--- src/common/mem_pkg.sv ---
`default_nettype none

package mem_pkg;

    // Uncached peripheral windows
    localparam logic [63:0] UART_BASE  = 64'h0000_0000_1000_0000;
    localparam logic [63:0] UART_LAST  = 64'h0000_0000_1000_0FFF;
    localparam logic [63:0] SPI_BASE   = 64'h0000_0000_1000_1000;
    localparam logic [63:0] SPI_LAST   = 64'h0000_0000_1000_1FFF;
    localparam logic [63:0] CLINT_BASE = 64'h0000_0000_0200_0000;
    localparam logic [63:0] CLINT_LAST = 64'h0000_0000_0200_FFFF;

    // Doublewords in the data store
    localparam int STORE_DEPTH = 256;

    // 32-bit registers per peripheral bank
    localparam int MMIO_WORDS = 16;

    typedef struct packed {
        logic [31:0] hi;
        logic [31:0] lo;
    } data_half_t;

    // Whole doubleword, or split into the two bus-width halves
    typedef union packed {
        logic [63:0] dw;
        data_half_t  half;
    } data_word_u;

    typedef struct packed {
        logic [63:0] addr;
        data_word_u  wdata;
        logic [7:0]  mask;
        logic        we;
        logic        re;
    } mem_req_t;

    typedef struct packed {
        data_word_u rdata;
    } mem_rsp_t;

    // One 32-bit peripheral bus beat
    typedef struct packed {
        logic [63:0] addr;
        logic [31:0] wdata;
        logic [3:0]  mask;
        logic        we;
    } bus_req_t;

endpackage

`default_nettype wire

--- src/verilog/mmio_regs.sv ---
`timescale 1ns/100ps
`default_nettype none

module mmio_regs (
    input  wire                      clk,
    input  wire                      rst_n,

    input  wire  mem_pkg::bus_req_t  bus_req,
    input  wire                      bus_valid,
    output logic                     bus_ack,
    output logic [31:0]              bus_rdata,

    output logic                     soft_irq
);
    import mem_pkg::*;

    // Banks 0, 1, 2 are UART, SPI, CLINT
    logic [31:0]                     regs [3][MMIO_WORDS];
    logic [1:0]                      bank;
    logic                            hit;
    logic [$clog2(MMIO_WORDS)-1:0]   widx;

    always_comb begin
        hit  = 1'b1;
        bank = 2'd0;
        if ((bus_req.addr >= UART_BASE) && (bus_req.addr <= UART_LAST)) begin
            bank = 2'd0;
        end else if ((bus_req.addr >= SPI_BASE) && (bus_req.addr <= SPI_LAST)) begin
            bank = 2'd1;
        end else if ((bus_req.addr >= CLINT_BASE) && (bus_req.addr <= CLINT_LAST)) begin
            bank = 2'd2;
        end else begin
            hit = 1'b0;
        end
    end

    // Higher offsets alias within the bank
    assign widx = bus_req.addr[$clog2(MMIO_WORDS)+1:2];

    always_ff @(posedge clk or negedge rst_n) begin
        if (!rst_n) begin
            bus_ack   <= 1'b0;
            bus_rdata <= '0;
            for (int k = 0; k < 3; k++) begin
                for (int w = 0; w < MMIO_WORDS; w++) begin
                    regs[k][w] <= '0;
                end
            end
        end else begin
            bus_ack <= bus_valid;
            if (bus_valid && !bus_ack) begin
                if (hit) begin
                    bus_rdata <= regs[bank][widx];
                    if (bus_req.we) begin
                        for (int b = 0; b < 4; b++) begin
                            if (bus_req.mask[b]) begin
                                regs[bank][widx][8*b +: 8] <= bus_req.wdata[8*b +: 8];
                            end
                        end
                    end
                end else begin
                    bus_rdata <= '0;
                end
            end
        end
    end

    // msip lives in CLINT word 0
    assign soft_irq = regs[2][0][0];

endmodule

`default_nettype wire
--- config.mk ---
export PLATFORM = sky130hd
export DESIGN_NAME = mmio_regs
export DESIGN_NICKNAME = d
export VERILOG_FILES = /design/src/common/mem_pkg.sv /design/src/verilog/mmio_regs.sv
export SDC_FILE = /design/constraint.sdc
export NUM_CORES = 2
export LEC_CHECK = 0
export CAP_MARGIN = 20
export CELL_PAD_IN_SITES_DETAIL_PLACEMENT = 0
export CELL_PAD_IN_SITES_GLOBAL_PLACEMENT = 2
export CORE_ASPECT_RATIO = 1.4
export CORE_MARGIN = 2
export CORE_UTILIZATION = 30
export CTS_CLUSTER_DIAMETER = 50
export DETAILED_ROUTE_END_ITERATION = 10
export DONT_BUFFER_PORTS = 1
export PLACE_DENSITY = 0.56
export REMOVE_ABC_BUFFERS = 1
export SYNTH_ARGS = -nofsm -noshare
export SYNTH_HDL_FRONTEND = slang
export SYNTH_SLANG_ARGS = --single-unit
--- constraint.sdc ---
create_clock -name clk -period 5.9 [get_ports clk]
set_input_delay 0.885 -clock clk [delete_from_list [all_inputs] [get_ports clk]]
set_output_delay 0.885 -clock clk [all_outputs]
set_load 0.02 [all_outputs]
==> out/qor.csv <==
metric,value,unit
core,238000,µm²
rsz0062_at_grt,false,
cts_sinks,1569,
die_area,244000,µm²
gr-max-usage-layer,met2,
wl,218,mm
first_iter_violations,2291,
io_pins,138,
synth_area,72000,µm²
drive_above_1_share,52.7,%
ff_latch_area,39300,µm²
yosys-top-cells-area,"dfrtp_1 55%, mux2_2 24%, mux4_2 12%",
mostFrequentLayoutCell,dfrtp_1,
die_y,584,µm
htree_num_levels,4,
synth_top_area_share,54.5,%
cts.clk_slew.worst_paths,0.06,ns
cts_root_buf,clkbuf_16,
clk-insertion-delay-late,0.85,ns
start_util,30.2,%
cts_tree,done,
cts_buffer_depth,4,
critPathArrivalTime,5.93,ns
vias_per_cell,5.14,
fin_crit,5.21,ns
yosys.cell_types.count,39,
grt_pass1_vias,43200,
hold_class,in2async,
track_usage,17.9,%
fp-row-count,212,
r2r_cells,6,
vias,40500,
cts_hold_buf,0,
synth-seq-cells,1569,
met2_usage,31.3,%
synth_top_family_by_area,multiplexers,
cp-end-kind,register,
synthSimpleGateAreaFrac,4.46,%
yosysWarnings,0,
drt_first_pass_iters,7,
reg2reg_from,bus_ack$_DFF_PN0_,
synth_fa_ha_area_share,0,%
syn_inst,4671,
synthMuxAreaShare,37.2,%
preCtsSetupSlack,0.904,ns
worst_pin_slew,1.47,ns
cp.required,6.62,ns
cts_setup_buffers,0,
grt_overflow,0,
final-max-slew-violation-count,0,
multi_input_area,31400,µm²
fin_skew,0.0379,ns
grt_antenna_before_repair,5,
finalSetupViolations,0,
grtUsageMet1,22.6,%
syn_area_per_cell,15.4,µm²
grt_pass1_wl,320,mm
fin_setup_tns,0,ns
peakVddDrop,0.000172,V
setup_ws,0.690,ns
hold_viol,0,
gr-usage-met3,3.16,%
grt_start_max_net_pins,394,
max_freq,192,MHz
startpoint_type,input pin,
n_fill_cell,22900,
r2r-end,bus_rdata[25]$_DFFE_PN0P_,
status,completed,
ys_seq_area_share,54.5,%
layout_common_cells,"1,569 x dfrtp_1, 1,564 x mux2_2, 382 x mux4_2",
drt-wirelength-per-cell,27.7,µm
gp_congestion,0.733,
power_leakage,38.3,nW
die_w,418,µm
cp_max_fo,188,
cts_resized,0,
worstSetupPathType,in2reg,
portBuffers,0,
ant_nets,0,
cts_buffers,180,
syn_to_final_growth,13.7,%
synth_compound_area_share,1.86,%
whs,0.00730,ns
reg2reg_setup_slack,2.59,ns
nets,4737,
dpl.hpwl,134,mm
synth-xor-area-share,0,%
yosysTopAreaCell,dfrtp_1,
min_period_over_period,88.3,%
relSlewSlack,2.00,%
max_cap_violations,0,
cellPowerDensity,281,nW/µm²
drc,0,
-- through the flow --
step | util (%) | area [µm²] | power [mW] | std cells
floorplan | - | 70600 | 11.2 | 4313
global placement | 31.7 | 75700 | 11.5 | 7547
detailed placement | 31.7 | 75700 | 11.5 | 7547
CTS | 34.3 | 81700 | 23.2 | 7864
global route | 34.3 | 81900 | 23.8 | 7873
finish | 34.3 | 81900 | 23.0 | 7875
-- worst max-delay path, stage by stage --
cell and delay [ns]:
buf_16 0.69, buf_16 0.83, nand3_1 0.89, nor2_1 0.94, buf_4 0.30, nand2_1 0.42, mux2_2 0.46
-- Yosys cell counts --
library cell,count
dfrtp_1,1569
mux2_2,1564
mux4_2,382
clkbuf_1,274
nand2_1,152
nor2_1,91
o22ai_1,79
o21ai_0,69
nor2_2,64
mux2i_1,51
nor3_4,47
a31oi_1,41
buf_1,39
buf_2,36
nor2b_1,34
or3_1,33
and3_1,22
nand3_1,21
o31ai_1,17
a21oi_1,12
nor4_1,12
nor3_1,8
nand4_1,7
buf_4,6
nor4_4,6
or2_2,5
a31o_2,4
and4_1,4
nand2b_1,4
nand3_2,4
buf_6,3
and2_1,2
mux2_1,2
nor4_2,2
a21boi_1,1
inv_1,1
nor3_2,1
nor4b_1,1
o211a_1,1
-- area by class of cell --
type	instances	share of cell area, %
Antenna cell	4	0.0122
Clock buffer	255	6.45
Clock inverter	62	0.877
Inverter	1	0.00458
Multi-Input combinational cell	2743	38.3
Sequential cell	1569	47.9
Tap cell	3103	4.74
Timing Repair Buffer	138	1.65
-- sequential cells by signal, summed over array words and instances (netlist names) --
register	cells
bus_ack	1
bus_rdata	32
regs	1535
soft_irq	1
-- where the power goes --
part / leakage (nW) / switching [mW] / internal, mW
clock: 2.95 / 4.69 / 6.80
sequential: 21.9 / 0.0110 / 10.8
combinational: 13.4 / 0.515 / 0.197
-- logic make-up (layout without fill, tap and decap cells) --
family,after synthesis,count (layout)
flops,1569,1569
buf+inv,359,456
simple gates,520,520
other cells,0,4
mux,1999,1999
compound gates,224,224
-- worst max path at each step --
| stage | endpoint | from | slack [ns] | cells after the start |
|---|---|---|---|---|
| finish | regs[272]$_DFFE_PN0P_ | bus_req[40] | 0.69 | 7 |
| global route | regs[273]$_DFFE_PN0P_ | bus_req[39] | 0.45 | 8 |
| floorplan | bus_rdata[11]$_DFFE_PN0P_ | bus_req[68] | -5.18 | 6 |
| CTS | regs[124]$_DFFE_PN0P_ | bus_req[99] | 1.79 | 7 |
| global placement | regs[124]$_DFFE_PN0P_ | bus_req[68] | 0.97 | 7 |
| detailed placement | regs[126]$_DFFE_PN0P_ | bus_req[68] | 0.90 | 7 |
-- metal layers --
metal | share of wire [%] | routed length [µm]
met5 | 0.0060 | 13
met4 | 2.6 | 5650
met3 | 4.4 | 9550
met2 | 51 | 111000
met1 | 42 | 91500
Power figures use the tool's default switching activity.
