### src/common/mem_pkg.sv
`default_nettype none

package mem_pkg;

    // Uncached peripheral windows
    localparam logic [63:0] UART_BASE  = 64'h0000_0000_1000_0000;
    localparam logic [63:0] UART_LAST  = 64'h0000_0000_1000_0FFF;
    localparam logic [63:0] SPI_BASE   = 64'h0000_0000_1000_1000;
    localparam logic [63:0] SPI_LAST   = 64'h0000_0000_1000_1FFF;
    localparam logic [63:0] CLINT_BASE = 64'h0000_0000_0200_0000;
    localparam logic [63:0] CLINT_LAST = 64'h0000_0000_0200_FFFF;

    // Doublewords in the data store
    localparam int STORE_DEPTH = 256;

    // 32-bit registers per peripheral bank
    localparam int MMIO_WORDS = 16;

    typedef struct packed {
        logic [31:0] hi;
        logic [31:0] lo;
    } data_half_t;

    // Whole doubleword, or split into the two bus-width halves
    typedef union packed {
        logic [63:0] dw;
        data_half_t  half;
    } data_word_u;

    typedef struct packed {
        logic [63:0] addr;
        data_word_u  wdata;
        logic [7:0]  mask;
        logic        we;
        logic        re;
    } mem_req_t;

    typedef struct packed {
        data_word_u rdata;
    } mem_rsp_t;

    // One 32-bit peripheral bus beat
    typedef struct packed {
        logic [63:0] addr;
        logic [31:0] wdata;
        logic [3:0]  mask;
        logic        we;
    } bus_req_t;

endpackage

`default_nettype wire

### src/uncache/uncache_router.sv
`timescale 1ns/100ps
`default_nettype none

module uncache_router (
    input  wire  mem_pkg::mem_req_t  core_req,
    input  wire                      core_valid,
    output logic                     core_ack,
    output mem_pkg::mem_rsp_t        core_rsp,

    output mem_pkg::mem_req_t        store_req,
    output logic                     store_valid,
    input  wire                      store_ack,
    input  wire  mem_pkg::mem_rsp_t  store_rsp,

    output mem_pkg::mem_req_t        split_req,
    output logic                     split_valid,
    input  wire                      split_ack,
    input  wire  mem_pkg::mem_rsp_t  split_rsp
);
    import mem_pkg::*;

    logic in_uart;
    logic in_spi;
    logic in_clint;
    logic uncached;

    assign in_uart  = (core_req.addr >= UART_BASE) && (core_req.addr <= UART_LAST);
    assign in_spi   = (core_req.addr >= SPI_BASE) && (core_req.addr <= SPI_LAST);
    assign in_clint = (core_req.addr >= CLINT_BASE) && (core_req.addr <= CLINT_LAST);

    // Address is held by the core until ack falls, so the steering is stable
    assign uncached = in_uart | in_spi | in_clint;

    // Unused target sees an all-zero request
    assign store_req = uncached ? '0 : core_req;
    assign split_req = uncached ? core_req : '0;

    assign store_valid = core_valid & ~uncached;
    assign split_valid = core_valid & uncached;

    assign core_ack = uncached ? split_ack : store_ack;
    assign core_rsp = uncached ? split_rsp : store_rsp;

endmodule

`default_nettype wire

### config.mk
export PLATFORM = sky130hd
export DESIGN_NAME = uncache_router
export DESIGN_NICKNAME = d
export VERILOG_FILES = /design/src/common/mem_pkg.sv /design/src/uncache/uncache_router.sv
export SDC_FILE = /design/constraint.sdc
export NUM_CORES = 1
export LEC_CHECK = 0
export BUFFER_PORTS_ARGS = -buffer_cell sky130_fd_sc_hd__buf_2
export CAP_MARGIN = 15
export CORE_AREA = 2 2 240 242
export DETAILED_ROUTE_END_ITERATION = 10
export DIE_AREA = 0 0 242 244
export GPL_ROUTABILITY_DRIVEN = 0
export PLACE_DENSITY = 0.35
export SETUP_SLACK_MARGIN = 0.5
export SYNTH_ARGS = -nofsm -noshare
export SYNTH_HDL_FRONTEND = slang
export SYNTH_SLANG_ARGS = --single-unit
### constraint.sdc
create_clock -name vclk -period 5.9
set_clock_uncertainty 0.2 [all_clocks]
set_input_delay 1.18 -clock vclk [all_inputs]
set_output_delay 1.18 -clock vclk [all_outputs]
set_load 0.05 [all_outputs]
==> metrics.cfg, run 1 <==
[global_routing]
top_usage_layer=met2
grt_pass1_vias=4412
grt_usage_pct=8.00
grt_pass1_wl_um=33700
use_met3_pct=1.13
overflow=0
antenna_found_initial=24
grt_max_degree=104
met1_usage_pct=8.76
use_met2_pct=16.4

[clock_tree]
postCtsHoldBufs=0
post-cts-setup-buffer-count=0
cts_resized=0

[drt]
wirelength_um=26000
drc=0
drt-vias-per-instance=2.80
ant_nets=0
wire_per_inst_um=15.8
vias=4610
drt_iter0_drc=79
drtPass1Iterations=6

[yosys]
synth_xor_area_share_pct=0
synth.mux.area_fraction_pct=27.7
synth_area_leaders=and2_1, nor2b_1, mux2_2
synth_adder_area_share_pct=0
yosys_warnings=0
synthSimpleGateAreaFrac_pct=48.0
synth_top_family_by_area=simple AND/OR/NAND/NOR gates
syn_avg_cell_area_um2=6.88
synth_top_cell_area_share_pct=21.5
synth_compound_gate_area_share_pct=0.280
yosysUniqueCellTypes=17
synth_top_area_cell=and2_1
synth_cells=390
syn_area_um2=2680
yosysSeqAreaShare_pct=0

[power]
power_density_nw_per_um2=92.9
intPower_uw=142
p_leak_nw=3.37
switching_share_pct=74.8
seq_power_share_pct=0
pwr-share-comb_pct=100.0
p_switching_uw=423
pwr-share-clk_pct=0
irDropWorstVdd_v=0.0000377
p_total_uw=565

[timing]
finalHoldViolCount=0
period_needed_ns=5.03
hold_ws_ns=2.46
setup_viol_count_final=0
drv_slew=0
rsz0062_at_grt=no
period_share_pct=85.3
max_freq_mhz=199
tns_ns=0

[critical_path]
critical-path-slowest-cell=nor4_4
path_cells=buf_2, nor4_1, nand4_1, nor4_4, buf_12, buf_12, mux2_1, buf_2
startpoint_type=input port
worstSetupPathType=in -> out
cp_num_buf_inv=4
critPathMaxStageDelay_ns=0.49
arrival_ns=3.65
critPathCaptureType=output pin
cp.required_ns=4.52
cp_max_fo=103
cp_top_family=simple AND/OR/NAND/NOR gates

[finish]
clock_buffers=0
nNetsFinal=1159
flops_and_latches=0
areaGrowthSynthToFinish_pct=127
drive_gt1_share_pct=69.0
seqCellArea_um2=0
design_area_um2=6080
final_util_pct=10.8
fillers=6563

[placed_design]
dpl_cell_area_um2=6070
hpwl_um=24400
port_buffers=566

[floorplan]
dieArea_um2=59000
io_pins=612
die_y_um=244
die_w_um=242
start_util_pct=4.77
core_region_area_um2=56200
rows=87

[min_path]
hold_depth=2
min_from=core_req[116]
min_delay_worst_endpoint=store_req[116]
hold_class=in -> out

[run_status]
status=finished, final reports clean

[job]
drv_cap=0

cell usage in the layout (no fill, tap or decap):
cell / count
diode_2: 4
and2_1: 92
nor2_1: 1
nand4_1: 3
or3_1: 1
buf_2: 566
nor4_1: 11
buf_4: 3
mux2_1: 26
buf_12: 3
nor2b_1: 92
mux2_2: 40
or4b_1: 1
nor3b_1: 1
nor4_4: 1
o21a_1: 1
conb_1: 46
cell usage after synthesis, drive strengths merged:
master,instances
and2,92
nor2b,92
mux2,66
buf,62
clkbuf,57
nor4,12
nand4,3
conb,1
nor2,1
nor3b,1
o21a,1
or3,1
or4b,1
area by class of cell:
cell class | count | area [um^2] | area share (%)
tap | 756 | 946 | 15.6
timing repair buffer | 572 | 2920 | 47.9
antenna | 4 | 10.0 | 0.165
multi-input combinational | 316 | 2210 | 36.4
routing by layer:
layer / part of all wire, % / up-vias / wire (um)
met4: 2.5 / 2 / 638
met3: 7.3 / 59 / 1900
met1: 37 / 2010 / 9510
li1: - / 2114 / -
met2: 54 / 425 / 14000
met5: 0.042 / - / 11
how the worst max path moves through the flow:
stage,start,slack (ns),endpoint,cells past startpoint
after global placement,core_req[91],0.82,core_rsp[52],8
after floorplan,core_req[112],1.32,split_req[99],4
after global routing,core_req[91],0.63,core_rsp[39],8
final,core_req[91],0.87,core_rsp[55],8
after CTS,core_req[91],0.79,core_rsp[41],8
after detailed placement,core_req[91],0.79,core_rsp[23],8
power by group through the flow:
| stage | sequential (mW) | clock (mW) | combinational [mW] |
|---|---|---|---|
| after floorplan | 0 | 0 | 0.409 |
| after global placement | 0 | 0 | 0.570 |
| after detailed placement | 0 | 0 | 0.568 |
| after CTS | 0 | 0 | 0.570 |
| after global routing | 0 | 0.0000000453 | 0.589 |
| final | 0 | 0.0000000910 | 0.565 |
logic make-up (layout without fill, tap and decap cells):
logic type,Yosys count,count (layout)
AND/OR/NAND/NOR,203,203
buffers and inverters,119,572
multiplexers,66,66
other,1,50
AO/OA/AOI/OAI,1,1
metrics by stage:
step           worst slack, ns  cells
2_1_floorplan             1.32    435
3_3_place_gp             0.817   1644
3_5_place_dp             0.789   1644
4_1_cts                  0.786   1644
5_1_grt                  0.628   1646
6_report                 0.870   1648
(Power assumes the default switching activity.)
==> run 2, diff against run 1 <==
--- a/config.mk
+++ b/config.mk
@@ -7,9 +7,9 @@
 export LEC_CHECK = 0
 export BUFFER_PORTS_ARGS = -buffer_cell sky130_fd_sc_hd__buf_2
 export CAP_MARGIN = 15
-export CORE_AREA = 2 2 240 242
+export CORE_AREA = 2 2 238 240
 export DETAILED_ROUTE_END_ITERATION = 10
-export DIE_AREA = 0 0 242 244
+export DIE_AREA = 0 0 240 242
 export GPL_ROUTABILITY_DRIVEN = 0
 export PLACE_DENSITY = 0.35
 export SETUP_SLACK_MARGIN = 0.5
==> constraint.sdc (replaced) <==
create_clock -name vclk -period 4.9
set_clock_uncertainty 0.2 [all_clocks]
set_input_delay 0.98 -clock vclk [all_inputs]
set_output_delay 0.98 -clock vclk [all_outputs]
set_load 0.05 [all_outputs]
==> metrics.cfg, run 2 (same netlist as run 1, synthesis figures left out) <==
[critical_path]
path_cells=buf_6, or4b_1, mux2_4, nor4_4, buf_4, buf_8, buf_16, mux2_2, buf_4  ; was buf_2, nor4_1, nand4_1, nor4_4, buf_12, buf_12, mux2_1, buf_2
startpoint_type=input port  ; unchanged
cp_common_cell=buf_4
critPathLaunch=core_req[89]  ; was core_req[91]
worstSetupPathType=in -> out  ; unchanged
cp.required_ns=3.72  ; was 4.52 ns
critPathCaptureType=output pin  ; unchanged
cp_max_fo=9  ; was 103
arrival_ns=3.13  ; was 3.65 ns
critical-path-slowest-cell=or4b_1  ; was nor4_4
critPathMaxStageDelay_ns=0.50  ; was 0.49 ns

[floorplan]
core_region_area_um2=55700  ; was 56200 um^2
io_pins=612  ; unchanged
die_w_um=240  ; was 242 um
dieArea_um2=58100  ; was 59000 um^2
start_util_pct=4.81  ; was 4.77%
die_y_um=242  ; was 244 um
rows=87  ; unchanged

[drt]
drt-vias-per-instance=2.86  ; was 2.80
wirelength_um=28400  ; was 26000 um
wire_per_inst_um=17.0  ; was 15.8 um
ant_nets=0  ; unchanged
drc=0  ; unchanged
vias=4785  ; was 4610
drt_iter0_drc=114  ; was 79
drtPass1Iterations=4  ; was 6

[timing]
max_freq_mhz=232
setup_viol_count_final=0  ; unchanged
hold_ws_ns=2.07  ; was 2.46 ns
finalHoldViolCount=0  ; unchanged
period_share_pct=87.9
fin_ws_ns=0.592  ; was 0.870 ns
rsz0062_at_grt=no  ; unchanged
tns_ns=0  ; unchanged
period_needed_ns=4.31
drv_slew=0  ; unchanged

[placed_design]
hpwl_um=22200  ; was 24400 um
port_buffers=566  ; unchanged
pre_cts_slack_ns=-0.0451  ; was 0.789 ns
dpl_cell_area_um2=6130  ; was 6070 um^2

[min_path]
hold_class=in -> out  ; unchanged
min_from=core_req[130]  ; was core_req[116]

[finish]
areaGrowthSynthToFinish_pct=161  ; was 127%
clock_buffers=0  ; unchanged
nNetsFinal=1181  ; was 1159
final_common_cell=buf_2  ; unchanged
design_area_um2=6990  ; was 6080 um^2
drive_gt1_share_pct=71.9  ; was 69.0%
layout_common_cells=buf_2, buf_4, and2_1, nor2b_1, conb_1  ; was buf_2, and2_1, nor2b_1
flops_and_latches=0  ; unchanged
fillers=6517  ; was 6563
seqCellArea_um2=0  ; unchanged

[power]
seq_power_share_pct=0  ; about the same
switching_share_pct=73.2  ; was 74.8%
irDropWorstVdd_v=0.0000419  ; was 0.0000377 V
p_leak_nw=3.67  ; was 3.37 nW
pwr-share-comb_pct=100.0  ; about the same
power_density_nw_per_um2=103  ; was 92.9 nW/um^2
pwr-share-clk_pct=0  ; about the same
p_switching_uw=526  ; was 423 uW
intPower_uw=192  ; was 142 uW

[global_routing]
antenna_found_initial=11  ; was 24
overflow=0  ; unchanged
grt_pass1_vias=4501  ; was 4412
grt_pass1_wl_um=34500  ; was 33700 um
grt_max_degree=45  ; was 104
grt_usage_pct=8.45  ; was 8.00%

[run_status]
status=finished, final reports clean  ; unchanged

[job]
drv_cap=0  ; unchanged

## run 2: path summary, 6_finish.rpt
path / endpoint / slack, ns / cells after the start
worst max-delay path: core_rsp[22] / 0.59 / 9
worst min-delay path: store_req[130] / 2.07 / 2
## run 2: repair_timing
item	4_1_cts	5_1_grt
cloned	8	2
setup endpoints to repair	192	162
buffers inserted	11	1
pin swaps	2	3
hold buffers	0	0
resized for setup	145	5
## run 2: per-stage QoR
stage / instances / total power, mW / utilization (%)
6_report: 1671 / 0.718 / 12.5
5_1_grt: 1671 / 0.747 / 12.5
4_1_cts: 1663 / 0.722 / 12.4
3_5_place_dp: 1644 / 0.698 / 11.0
3_3_place_gp: 1644 / 0.701 / 11.0
2_1_floorplan: 435 / 0.492 / -
## run 2: layer usage
metal  share of wire (%)  up-vias  track usage (%)
met5                   0        -                0
met4                 1.1        0             1.21
met3                 6.9       23            0.593
met2                  54      398             17.3
met1                  38     2203             9.44
li1                    -     2161                -
## run 2: layout make-up
type,instances,area (um^2),share of cell area [%]
timing repair buffer,594,3740,53.5
multi-input combinational,316,2290,32.7
tap,756,946,13.5
antenna,5,12.5,0.179
## run 2: power by group through the flow
stage          logic (mW)  clock network (mW)  registers [mW]
6_report            0.718         0.000000124               0
5_1_grt             0.747         0.000000117               0
4_1_cts             0.722                   0               0
3_5_place_dp        0.698                   0               0
3_3_place_gp        0.701                   0               0
2_1_floorplan       0.492                   0               0
## run 2: critical path: cells and delay by family
kind                   cells  cell delay, ns
and+or+nand+nor            2            0.67
muxes                      2            0.68
buffers and inverters      5            0.77
