===== src/common/mem_pkg.sv =====
`default_nettype none

package mem_pkg;

    // Uncached peripheral windows
    localparam logic [63:0] UART_BASE  = 64'h0000_0000_1000_0000;
    localparam logic [63:0] UART_LAST  = 64'h0000_0000_1000_0FFF;
    localparam logic [63:0] SPI_BASE   = 64'h0000_0000_1000_1000;
    localparam logic [63:0] SPI_LAST   = 64'h0000_0000_1000_1FFF;
    localparam logic [63:0] CLINT_BASE = 64'h0000_0000_0200_0000;
    localparam logic [63:0] CLINT_LAST = 64'h0000_0000_0200_FFFF;

    // Doublewords in the data store
    localparam int STORE_DEPTH = 256;

    // 32-bit registers per peripheral bank
    localparam int MMIO_WORDS = 16;

    typedef struct packed {
        logic [31:0] hi;
        logic [31:0] lo;
    } data_half_t;

    // Whole doubleword, or split into the two bus-width halves
    typedef union packed {
        logic [63:0] dw;
        data_half_t  half;
    } data_word_u;

    typedef struct packed {
        logic [63:0] addr;
        data_word_u  wdata;
        logic [7:0]  mask;
        logic        we;
        logic        re;
    } mem_req_t;

    typedef struct packed {
        data_word_u rdata;
    } mem_rsp_t;

    // One 32-bit peripheral bus beat
    typedef struct packed {
        logic [63:0] addr;
        logic [31:0] wdata;
        logic [3:0]  mask;
        logic        we;
    } bus_req_t;

endpackage

`default_nettype wire


===== src/uncache/uncache_splitter.sv =====
`timescale 1ns/100ps
`default_nettype none

module uncache_splitter (
    input  wire                      clk,
    input  wire                      rst_n,

    input  wire  mem_pkg::mem_req_t  split_req,
    input  wire                      split_valid,
    output logic                     split_ack,
    output mem_pkg::mem_rsp_t        split_rsp,

    output mem_pkg::bus_req_t        bus_req,
    output logic                     bus_valid,
    input  wire                      bus_ack,
    input  wire  [31:0]              bus_rdata
);
    import mem_pkg::*;

    enum logic [2:0] {
        S_IDLE,
        S_HI_REQ,
        S_HI_REL,
        S_LO_REQ,
        S_LO_REL,
        S_DONE
    } state, state_nxt;

    data_word_u rdata_q;
    logic       lo_beat;

    always_comb begin
        state_nxt = state;
        case (state)
            S_IDLE: begin
                if (split_valid) begin
                    state_nxt = S_HI_REQ;
                end
            end
            S_HI_REQ: begin
                if (bus_ack) begin
                    state_nxt = S_HI_REL;
                end
            end
            // Wait for the slave to drop ack before the next beat
            S_HI_REL: begin
                if (!bus_ack) begin
                    state_nxt = S_LO_REQ;
                end
            end
            S_LO_REQ: begin
                if (bus_ack) begin
                    state_nxt = S_LO_REL;
                end
            end
            S_LO_REL: begin
                if (!bus_ack) begin
                    state_nxt = S_DONE;
                end
            end
            S_DONE: begin
                if (!split_valid) begin
                    state_nxt = S_IDLE;
                end
            end
            default: begin
                state_nxt = S_IDLE;
            end
        endcase
    end

    always_ff @(posedge clk or negedge rst_n) begin
        if (!rst_n) begin
            state <= S_IDLE;
        end else begin
            state <= state_nxt;
        end
    end

    // Read halves land as each beat is acked
    always_ff @(posedge clk) begin
        if (state == S_HI_REQ && bus_ack) begin
            rdata_q.half.hi <= bus_rdata;
        end
        if (state == S_LO_REQ && bus_ack) begin
            rdata_q.half.lo <= bus_rdata;
        end
    end

    // Beat fields stay put through each release phase
    assign lo_beat = (state == S_LO_REQ) || (state == S_LO_REL) || (state == S_DONE);

    assign bus_req.addr  = {split_req.addr[63:3], ~lo_beat, 2'b00};
    assign bus_req.wdata = lo_beat ? split_req.wdata.half.lo : split_req.wdata.half.hi;
    assign bus_req.mask  = lo_beat ? split_req.mask[3:0] : split_req.mask[7:4];
    assign bus_req.we    = split_req.we;

    assign bus_valid = (state == S_HI_REQ) || (state == S_LO_REQ);

    assign split_ack       = (state == S_DONE);
    assign split_rsp.rdata = rdata_q;

endmodule

`default_nettype wire


===== config.mk =====
export PLATFORM = sky130hd
export DESIGN_NAME = uncache_splitter
export DESIGN_NICKNAME = d
export VERILOG_FILES = /design/src/common/mem_pkg.sv /design/src/uncache/uncache_splitter.sv
export SDC_FILE = /design/constraint.sdc
export NUM_CORES = 1
export LEC_CHECK = 0
export BUFFER_PORTS_ARGS = -buffer_cell sky130_fd_sc_hd__buf_2
export CAP_MARGIN = 20
export CORE_AREA = 2 2 133 135
export CTS_CLUSTER_DIAMETER = 150
export DETAILED_ROUTE_END_ITERATION = 8
export DIE_AREA = 0 0 135 137
export GPL_ROUTABILITY_DRIVEN = 1
export HOLD_SLACK_MARGIN = 0.05
export PLACE_DENSITY_LB_ADDON = 0.25
export SLEW_MARGIN = 20
export SYNTH_ARGS = -nofsm -noshare
export SYNTH_HDL_FRONTEND = slang
export SYNTH_SLANG_ARGS = --single-unit

===== constraint.sdc =====
create_clock -name clk -period 4.4 [get_ports clk]
set_input_delay 0.44 -clock clk [delete_from_list [all_inputs] [get_ports clk]]
set_output_delay 0.44 -clock clk [all_outputs]
set_load 0.005 [all_outputs]

==> results of run 1 <==
## sequential cells by signal, indices dropped and copies added, names as in the netlist
name and flops:
split_rsp 64, state 3
## layer usage
layer | part of all wire (%) | GRT usage [%] | routed length [um]
met5 | 0.13 | 0 | 13
met1 | 34 | 10.5 | 3450
met3 | 17 | 8.26 | 1750
met2 | 47 | 16.2 | 4690
met4 | 1.7 | 3.70 | 172
## power groups by stage
stage,Clock (mW),Sequential [mW],Combinational [mW]
2_1_floorplan,0,0.920,0.488
3_3_place_gp,0,0.908,0.820
3_5_place_dp,0,0.911,0.822
4_1_cts,0.826,0.899,0.828
5_1_grt,0.851,0.911,0.924
6_report,0.801,0.897,0.845
## through the flow
| step | hold WS, ns | area (um2) |
|---|---|---|
| floorplan | 0.144 | 3060 |
| global placement | 0.236 | 3890 |
| detailed placement | 0.238 | 3890 |
| CTS | 0.290 | 4240 |
| global route | 0.286 | 4270 |
| finish | 0.306 | 4270 |
## cell families (layout without fill, tap and decap cells)
group,after synthesis,in the layout
compound gates,5,5
flops,67,67
mux,36,36
xor+xnor,1,1
other cells,1,3
simple gates,12,12
buf+inv,68,229
## cell usage in the layout (no fill, tap or decap)
cell type	instances
conb_1	2
inv_6	1
xor2_1	1
a21o_1	1
a2111oi_0	1
inv_1	1
bufinv_16	3
nor2b_4	2
nand2b_1	1
buf_16	1
nor2_1	2
a21oi_4	1
nor2_4	1
buf_2	210
mux2_2	30
a21oi_1	1
dlygate4sd3_1	1
nor2b_1	2
clkbuf_16	9
and3_2	1
dfrtp_1	3
clkinv_4	1
diode_2	1
mux2_1	6
a211oi_1	1
nand2_1	2
clkinv_1	2
and2_1	1
edfxtp_1	64
## worst max-delay path, stage by stage, from the launching register on
cell     delay [ns]
dfrtp_1        0.47
nor2b_4        0.18
a21oi_4        0.42
buf_16         0.24
mux2_2         0.37
buf_2          0.14
## worst max path at each step
stage,startpoint,end,slack (ns)
detailed placement,state[1]$_DFFE_PN0P_,bus_req[16],1.83
floorplan,state[2]$_DFFE_PN0P_,split_rsp[32]$_DFFE_PP_,1.93
CTS,state[2]$_DFFE_PN0P_,bus_req[16],1.48
global placement,state[1]$_DFFE_PN0P_,bus_req[16],1.90
finish,state[2]$_DFFE_PN0P_,bus_req[16],1.80
global route,state[2]$_DFFE_PN0P_,bus_req[16],1.71
## what timing repair did
action                                  CTS  global route
hold buffers                              1             0
endpoints found under the setup margin    0             0
hold endpoints to repair                  3             0
## layout make-up
type                            count  area, um2
Tap cell                          225        282
Timing Repair Buffer              212       1090
Antenna cell                        1       2.50
Inverter                            1       3.75
Fill cell                        1848      12800
Clock inverter                      7        115
Multi-Input combinational cell     56        553
Clock buffer                        9        225
Sequential cell                    67       2000
==> flow_metrics.tcl, run 1 <==
set metrics [dict create \
    grt_pass1_wl_um 13800 \
    start_util_pct 17.9 \
    die_h_um 137 \
    avgSynthCellArea_um2 16.1 \
    cp_max_fo 26 \
    clock_sinks 67 \
    area_growth_pct 39.6 \
    synthCells 190 \
    synth_cell_types 21 \
    grt_pass1_vias 2192 \
    synthXorXnorAreaFrac_pct 0.287 \
    fin_cells 578 \
    power.switching_mw 0.715 \
    synth_fa_ha_area_share_pct 0 \
    peakVddDrop_v 0.000181 \
    cts_resized 0 \
    cts_tree "yes" \
    ys_seq_area_share_pct 65.4 \
    leakagePower_nw 1.85 \
    synth_ff_type "edfxtp_1" \
    clock_skew_ns 0.00834 \
    rows 48 \
    power.share.sequential_pct 35.3 \
    antenna_found_initial 2 \
    cts_max_level 3 \
    synth_compound_area_share_pct 1.47 \
    portBuffers 210 \
    routed_wl_um 10100 \
    rr_worst_depth 3 \
    clock-root-buffer "clkbuf_16" \
    drive_above_1_share_pct 73.9 \
    yosysWarnings 0 \
    rsz0062_at_grt "no" \
    setup-tns-final_ns 0 \
    ys_ff_latch 67 \
    synth-edff-count 64 \
    die_w_um 135 \
    nNetsFinal 521 \
    fin_crit_ns 2.60 \
    clk-insertion-delay-late_ns 0.32 \
    cp.required_ns 3.96 \
    cp-end-kind "output port" \
    clock_path_buffers 2 \
    fin_util_pct 25.0 \
    dp_hpwl_um 8380 \
    status "completed" \
    syn-cell-area_um2 3060 \
    ios 341 \
    vias 2090 \
    synthMuxAreaShare_pct 13.3 \
    fin_crit_sh_pct 59.1 \
    total_power_mw 2.54 \
    crit_arrival_ns 2.16 \
    wire_per_inst_um 17.4 \
    synth_area_leaders "edfxtp_1, buf_4, mux2_2" \
    drc_errors 0 \
    ant_nets 0 \
    p_sw_share_pct 28.1 \
    p_int_mw 1.83 \
    reg2reg_from "state[2]$_DFFE_PN0P_" \
    worstMarginPinSlew_ns 0.994 \
    routabilityCongestion 0.826 \
    p_comb_share_pct 33.2 \
    cts_made_buffers 9 \
    finalSetupViolations 0 \
    hold_end "split_rsp[27]$_DFFE_PP_" \
    cap_violations 0 \
    drt-initial-drc-count 47 \
    fin_ws_ns 1.80 \
    track_usage_pct 10.4 \
    final_hold_viol_count 0 \
    r2r_slack_ns 2.46 \
    post_cts_buffers 0 \
    holdCritStartpoint "bus_rdata[27]" \
    routed_via_density 3.62 \
    synth_top_area_cell "edfxtp_1" \
    clk_pin_slew_worst_paths_ns 0.06 \
    grt.overflow.total 0 \
    dr.pass1.iters 4 \
    synth-async-reset-ratio_pct 4.48 \
    dieArea_um2 18500 \
    rr_endpoint "split_rsp[35]$_DFFE_PP_" \
    synth_top_area_share_pct 62.9 \
    crit_type "reg -> out" \
    slew_headroom_pct 33.6 \
    dp_slack_ns 1.83 \
    p_clk_share_pct 31.5 \
    grt_max_degree 38 \
    p_per_area_nw_per_um2 596 \
    fmaxAchievable_mhz 385 \
    coreArea_um2 17100 \
    synth_common_cells "buf_4, edfxtp_1, mux2_2" \
    holdPathStages 1 \
    synth-simple-area-share_pct 2.54 \
    place_inst 559 \
    start_kind "flip-flop" \
    maxSlewViolCount 0 \
    min_path_type "in -> reg" \
    synth_top_family_by_area "buffers and inverters" \
]
Note: power is estimated with default switching activity, not from simulation.
==> run 2: changes to the inputs <==
--- a/config.mk
+++ b/config.mk
@@ -5,12 +5,13 @@
 export SDC_FILE = /design/constraint.sdc
 export NUM_CORES = 1
 export LEC_CHECK = 0
+export ABC_AREA = 1
 export BUFFER_PORTS_ARGS = -buffer_cell sky130_fd_sc_hd__buf_2
 export CAP_MARGIN = 20
-export CORE_AREA = 2 2 133 135
+export CORE_AREA = 2 2 131 133
 export CTS_CLUSTER_DIAMETER = 150
 export DETAILED_ROUTE_END_ITERATION = 8
-export DIE_AREA = 0 0 135 137
+export DIE_AREA = 0 0 133 135
 export GPL_ROUTABILITY_DRIVEN = 1
 export HOLD_SLACK_MARGIN = 0.05
 export PLACE_DENSITY_LB_ADDON = 0.25
==> constraint.sdc (replaced) <==
create_clock -name clk -period 2.18 [get_ports clk]
set_input_delay 0.218 -clock clk [delete_from_list [all_inputs] [get_ports clk]]
set_output_delay 0.218 -clock clk [all_outputs]
set_load 0.005 [all_outputs]
==> flow_metrics.tcl, run 2 <==
set metrics [dict create \
    setup-tns-final_ns 0 \
    crit_slowest_cell "dfrtp_2" \
    synth_top_family_by_area "buffers and inverters" \
    crit_arrival_ns 1.79 \
    rsz0062_at_grt "no" \
    total_power_mw 4.98 \
    ys_ff_latch 67 \
    final_hold_viol_count 0 \
    grt.overflow.total 0 \
    synth_common_cells "nand2_1, buf_4, edfxtp_1" \
    p_clk_share_pct 25.1 \
    synth_cell_types 21 \
    ant_nets 0 \
    drc_errors 0 \
    clock_sinks 67 \
    area_growth_pct 36.6 \
    routed_wl_um 11500 \
    cap_violations 0 \
    start_util_pct 19.6 \
    drive_above_1_share_pct 55.0 \
    grt_max_degree 33 \
    start_kind "flip-flop" \
    die_h_um 135 \
    synth.most_common_cell "nand2_1" \
    dr.pass1.iters 4 \
    multi_input_area_um2 652 \
    fmaxAchievable_mhz 498 \
    p_comb_share_pct 40.1 \
    seqCellArea_um2 2000 \
    power.share.sequential_pct 34.8 \
    grt_pass1_wl_um 16200 \
    vias 2569 \
    wire_per_inst_um 17.1 \
    cp-end-kind "output port" \
    yosysWarnings 0 \
    track_usage_pct 12.2 \
    maxSlewViolCount 0 \
    cp.required_ns 1.96 \
    p_int_mw 3.23 \
    synth-simple-area-share_pct 13.1 \
    grt_pass1_vias 2551 \
    synth_ff_type "edfxtp_1" \
    synth_fa_ha_area_share_pct 0 \
    synthMuxAreaShare_pct 0 \
    fin_crit_sh_pct 92.2 \
    synthCells 289 \
    synthXorXnorAreaFrac_pct 0 \
    p_per_area_nw_per_um2 1130 \
    fin_crit_ns 2.01 \
    coreArea_um2 16400 \
    clock_path_buffers 2 \
    layout_common_cells "buf_2, nand2_1, edfxtp_1" \
    portBuffers 210 \
    clock-root-buffer "clkbuf_16" \
    clk-insertion-delay-late_ns 0.32 \
    n_fill_cell 1763 \
    synth-edff-count 64 \
    largest_reg_flops 64 \
    synth-async-reset-ratio_pct 4.48 \
    crit_type "reg -> out" \
    cts_made_buffers 9 \
    clk_pin_slew_worst_paths_ns 0.05 \
    synth_compound_area_share_pct 5.91 \
    dp_hpwl_um 9270 \
    antenna_found_initial 1 \
    synth_top_area_cell "edfxtp_1" \
    design_area_um2 4400 \
    routabilityCongestion 0.813 \
    diodes 0 \
    final_common_cell "buf_2" \
    synth_top_area_share_pct 59.7 \
    power.switching_mw 1.75 \
    ys_seq_area_share_pct 62.0 \
    synth_area_leaders "edfxtp_1, buf_4, nand2_1" \
    routed_via_density 3.83 \
    clock_skew_ns 0.00438 \
    cts_tree "yes" \
    path_cells "nand3_2, clkinvlp_4, buf_6, o21ai_0, nand2_1, buf_2" \
    nNetsFinal 620 \
    status "completed" \
    die_w_um 133 \
    min_path_type "in -> reg" \
    peakVddDrop_v 0.000367 \
    syn-cell-area_um2 3220 \
    avgSynthCellArea_um2 11.1 \
    rows 47 \
    post_dp_cell_area_um2 4060 \
    cts_max_level 3 \
    dieArea_um2 18000 \
    ios 341 \
    finalSetupViolations 0 \
    p_sw_share_pct 35.1 \
    leakagePower_nw 2.06 \
    cp_slowest_stage_delay_ns 0.45 \
    drt-initial-drc-count 90 \
    cp_max_fo 22 \
]
==> run 2: cell count changes after synthesis, sizes merged, moves of 3 or more <==
cell    before  now
inv          1    7
nand3        0    6
o21ai        0   37
nor2b        4    0
mux2        36    0
clkbuf       0    3
nand2        2   87
buf         67   72
nor2         3    8
==> run 2: logic make-up (layout without fill, tap and decap cells) <==
logic type | Yosys count | after routing
DFF | 67 | 67
buffers and inverters | 82 | 242
and+or+nand+nor | 101 | 102
AOI/OAI and AO/OA | 38 | 38
other | 1 | 2
==> run 2: power by group through the flow <==
| stage | Combinational, mW | Sequential [mW] | Clock, mW |
|---|---|---|---|
| final | 2.00 | 1.73 | 1.25 |
| after global routing | 2.24 | 1.75 | 1.36 |
| after CTS | 2.05 | 1.73 | 1.31 |
| after detailed placement | 1.87 | 1.76 | 0 |
| after global placement | 1.87 | 1.76 | 0 |
| after floorplan | 1.07 | 1.78 | 0 |
==> run 2: critical path, delay by kind of cell (launching register included) <==
| family | cells | cell delay, ns |
|---|---|---|
| and+or+nand+nor | 2 | 0.25 |
| AOI/OAI and AO/OA | 1 | 0.20 |
| DFF | 1 | 0.45 |
| buffers and inverters | 3 | 0.56 |
==> run 2: through the flow <==
stage	worst slack, ns	utilization (%)	hold WS, ns	instances
2_1_floorplan	0.220	-	-0.0776	290
3_3_place_gp	0.338	24.7	0.0141	651
3_5_place_dp	0.327	24.7	0.0156	651
4_1_cts	0.0446	26.7	0.0633	671
5_1_grt	0.0204	26.8	0.0667	671
6_report	0.170	26.8	0.0848	671
==> run 2: area by class of cell <==
cell class,count,share of cell area (%)
clock buffers,11,5.29
clock inverters,5,0.683
inverters,7,0.683
multi-input cells,142,14.8
flip-flops and latches,67,45.5
well taps,220,6.26
repair buffers,219,26.8
==> run 2: final timing paths <==
path,start,to,slack (ns),cells after the start
max in group asynchronous,rst_n,state[2]$_DFFE_PN0P_,1.82,2
setup reg to reg,state[0]$_DFFE_PN0P_,split_rsp[61]$_DFFE_PP_,0.61,5
min in group asynchronous,rst_n,state[1]$_DFFE_PN0P_,0.25,2
setup / recovery,state[2]$_DFFE_PN0P_,bus_req[22],0.17,6
hold / removal,bus_rdata[13],split_rsp[45]$_DFFE_PP_,0.08,1
hold reg to reg,state[2]$_DFFE_PN0P_,state[2]$_DFFE_PN0P_,0.58,2
==> run 2: timing repair <==
action                                  CTS  global route
gates cloned                              1             0
setup buffers                             2             0
pin swaps                                 2             0
endpoints found under the setup margin    5            19
endpoints found under the hold margin     3             0
gates resized for setup                   2             4
hold buffers                              1             0
==> run 2: metal layers <==
metal  GRT usage, %  vias to the layer above  wire [um]
li1               -                     1216          -
met2           21.9                      196       5920
met3           7.77                       20       1680
met5              0                        -         13
met1           11.4                     1135       3710
met4           4.00                        2        144
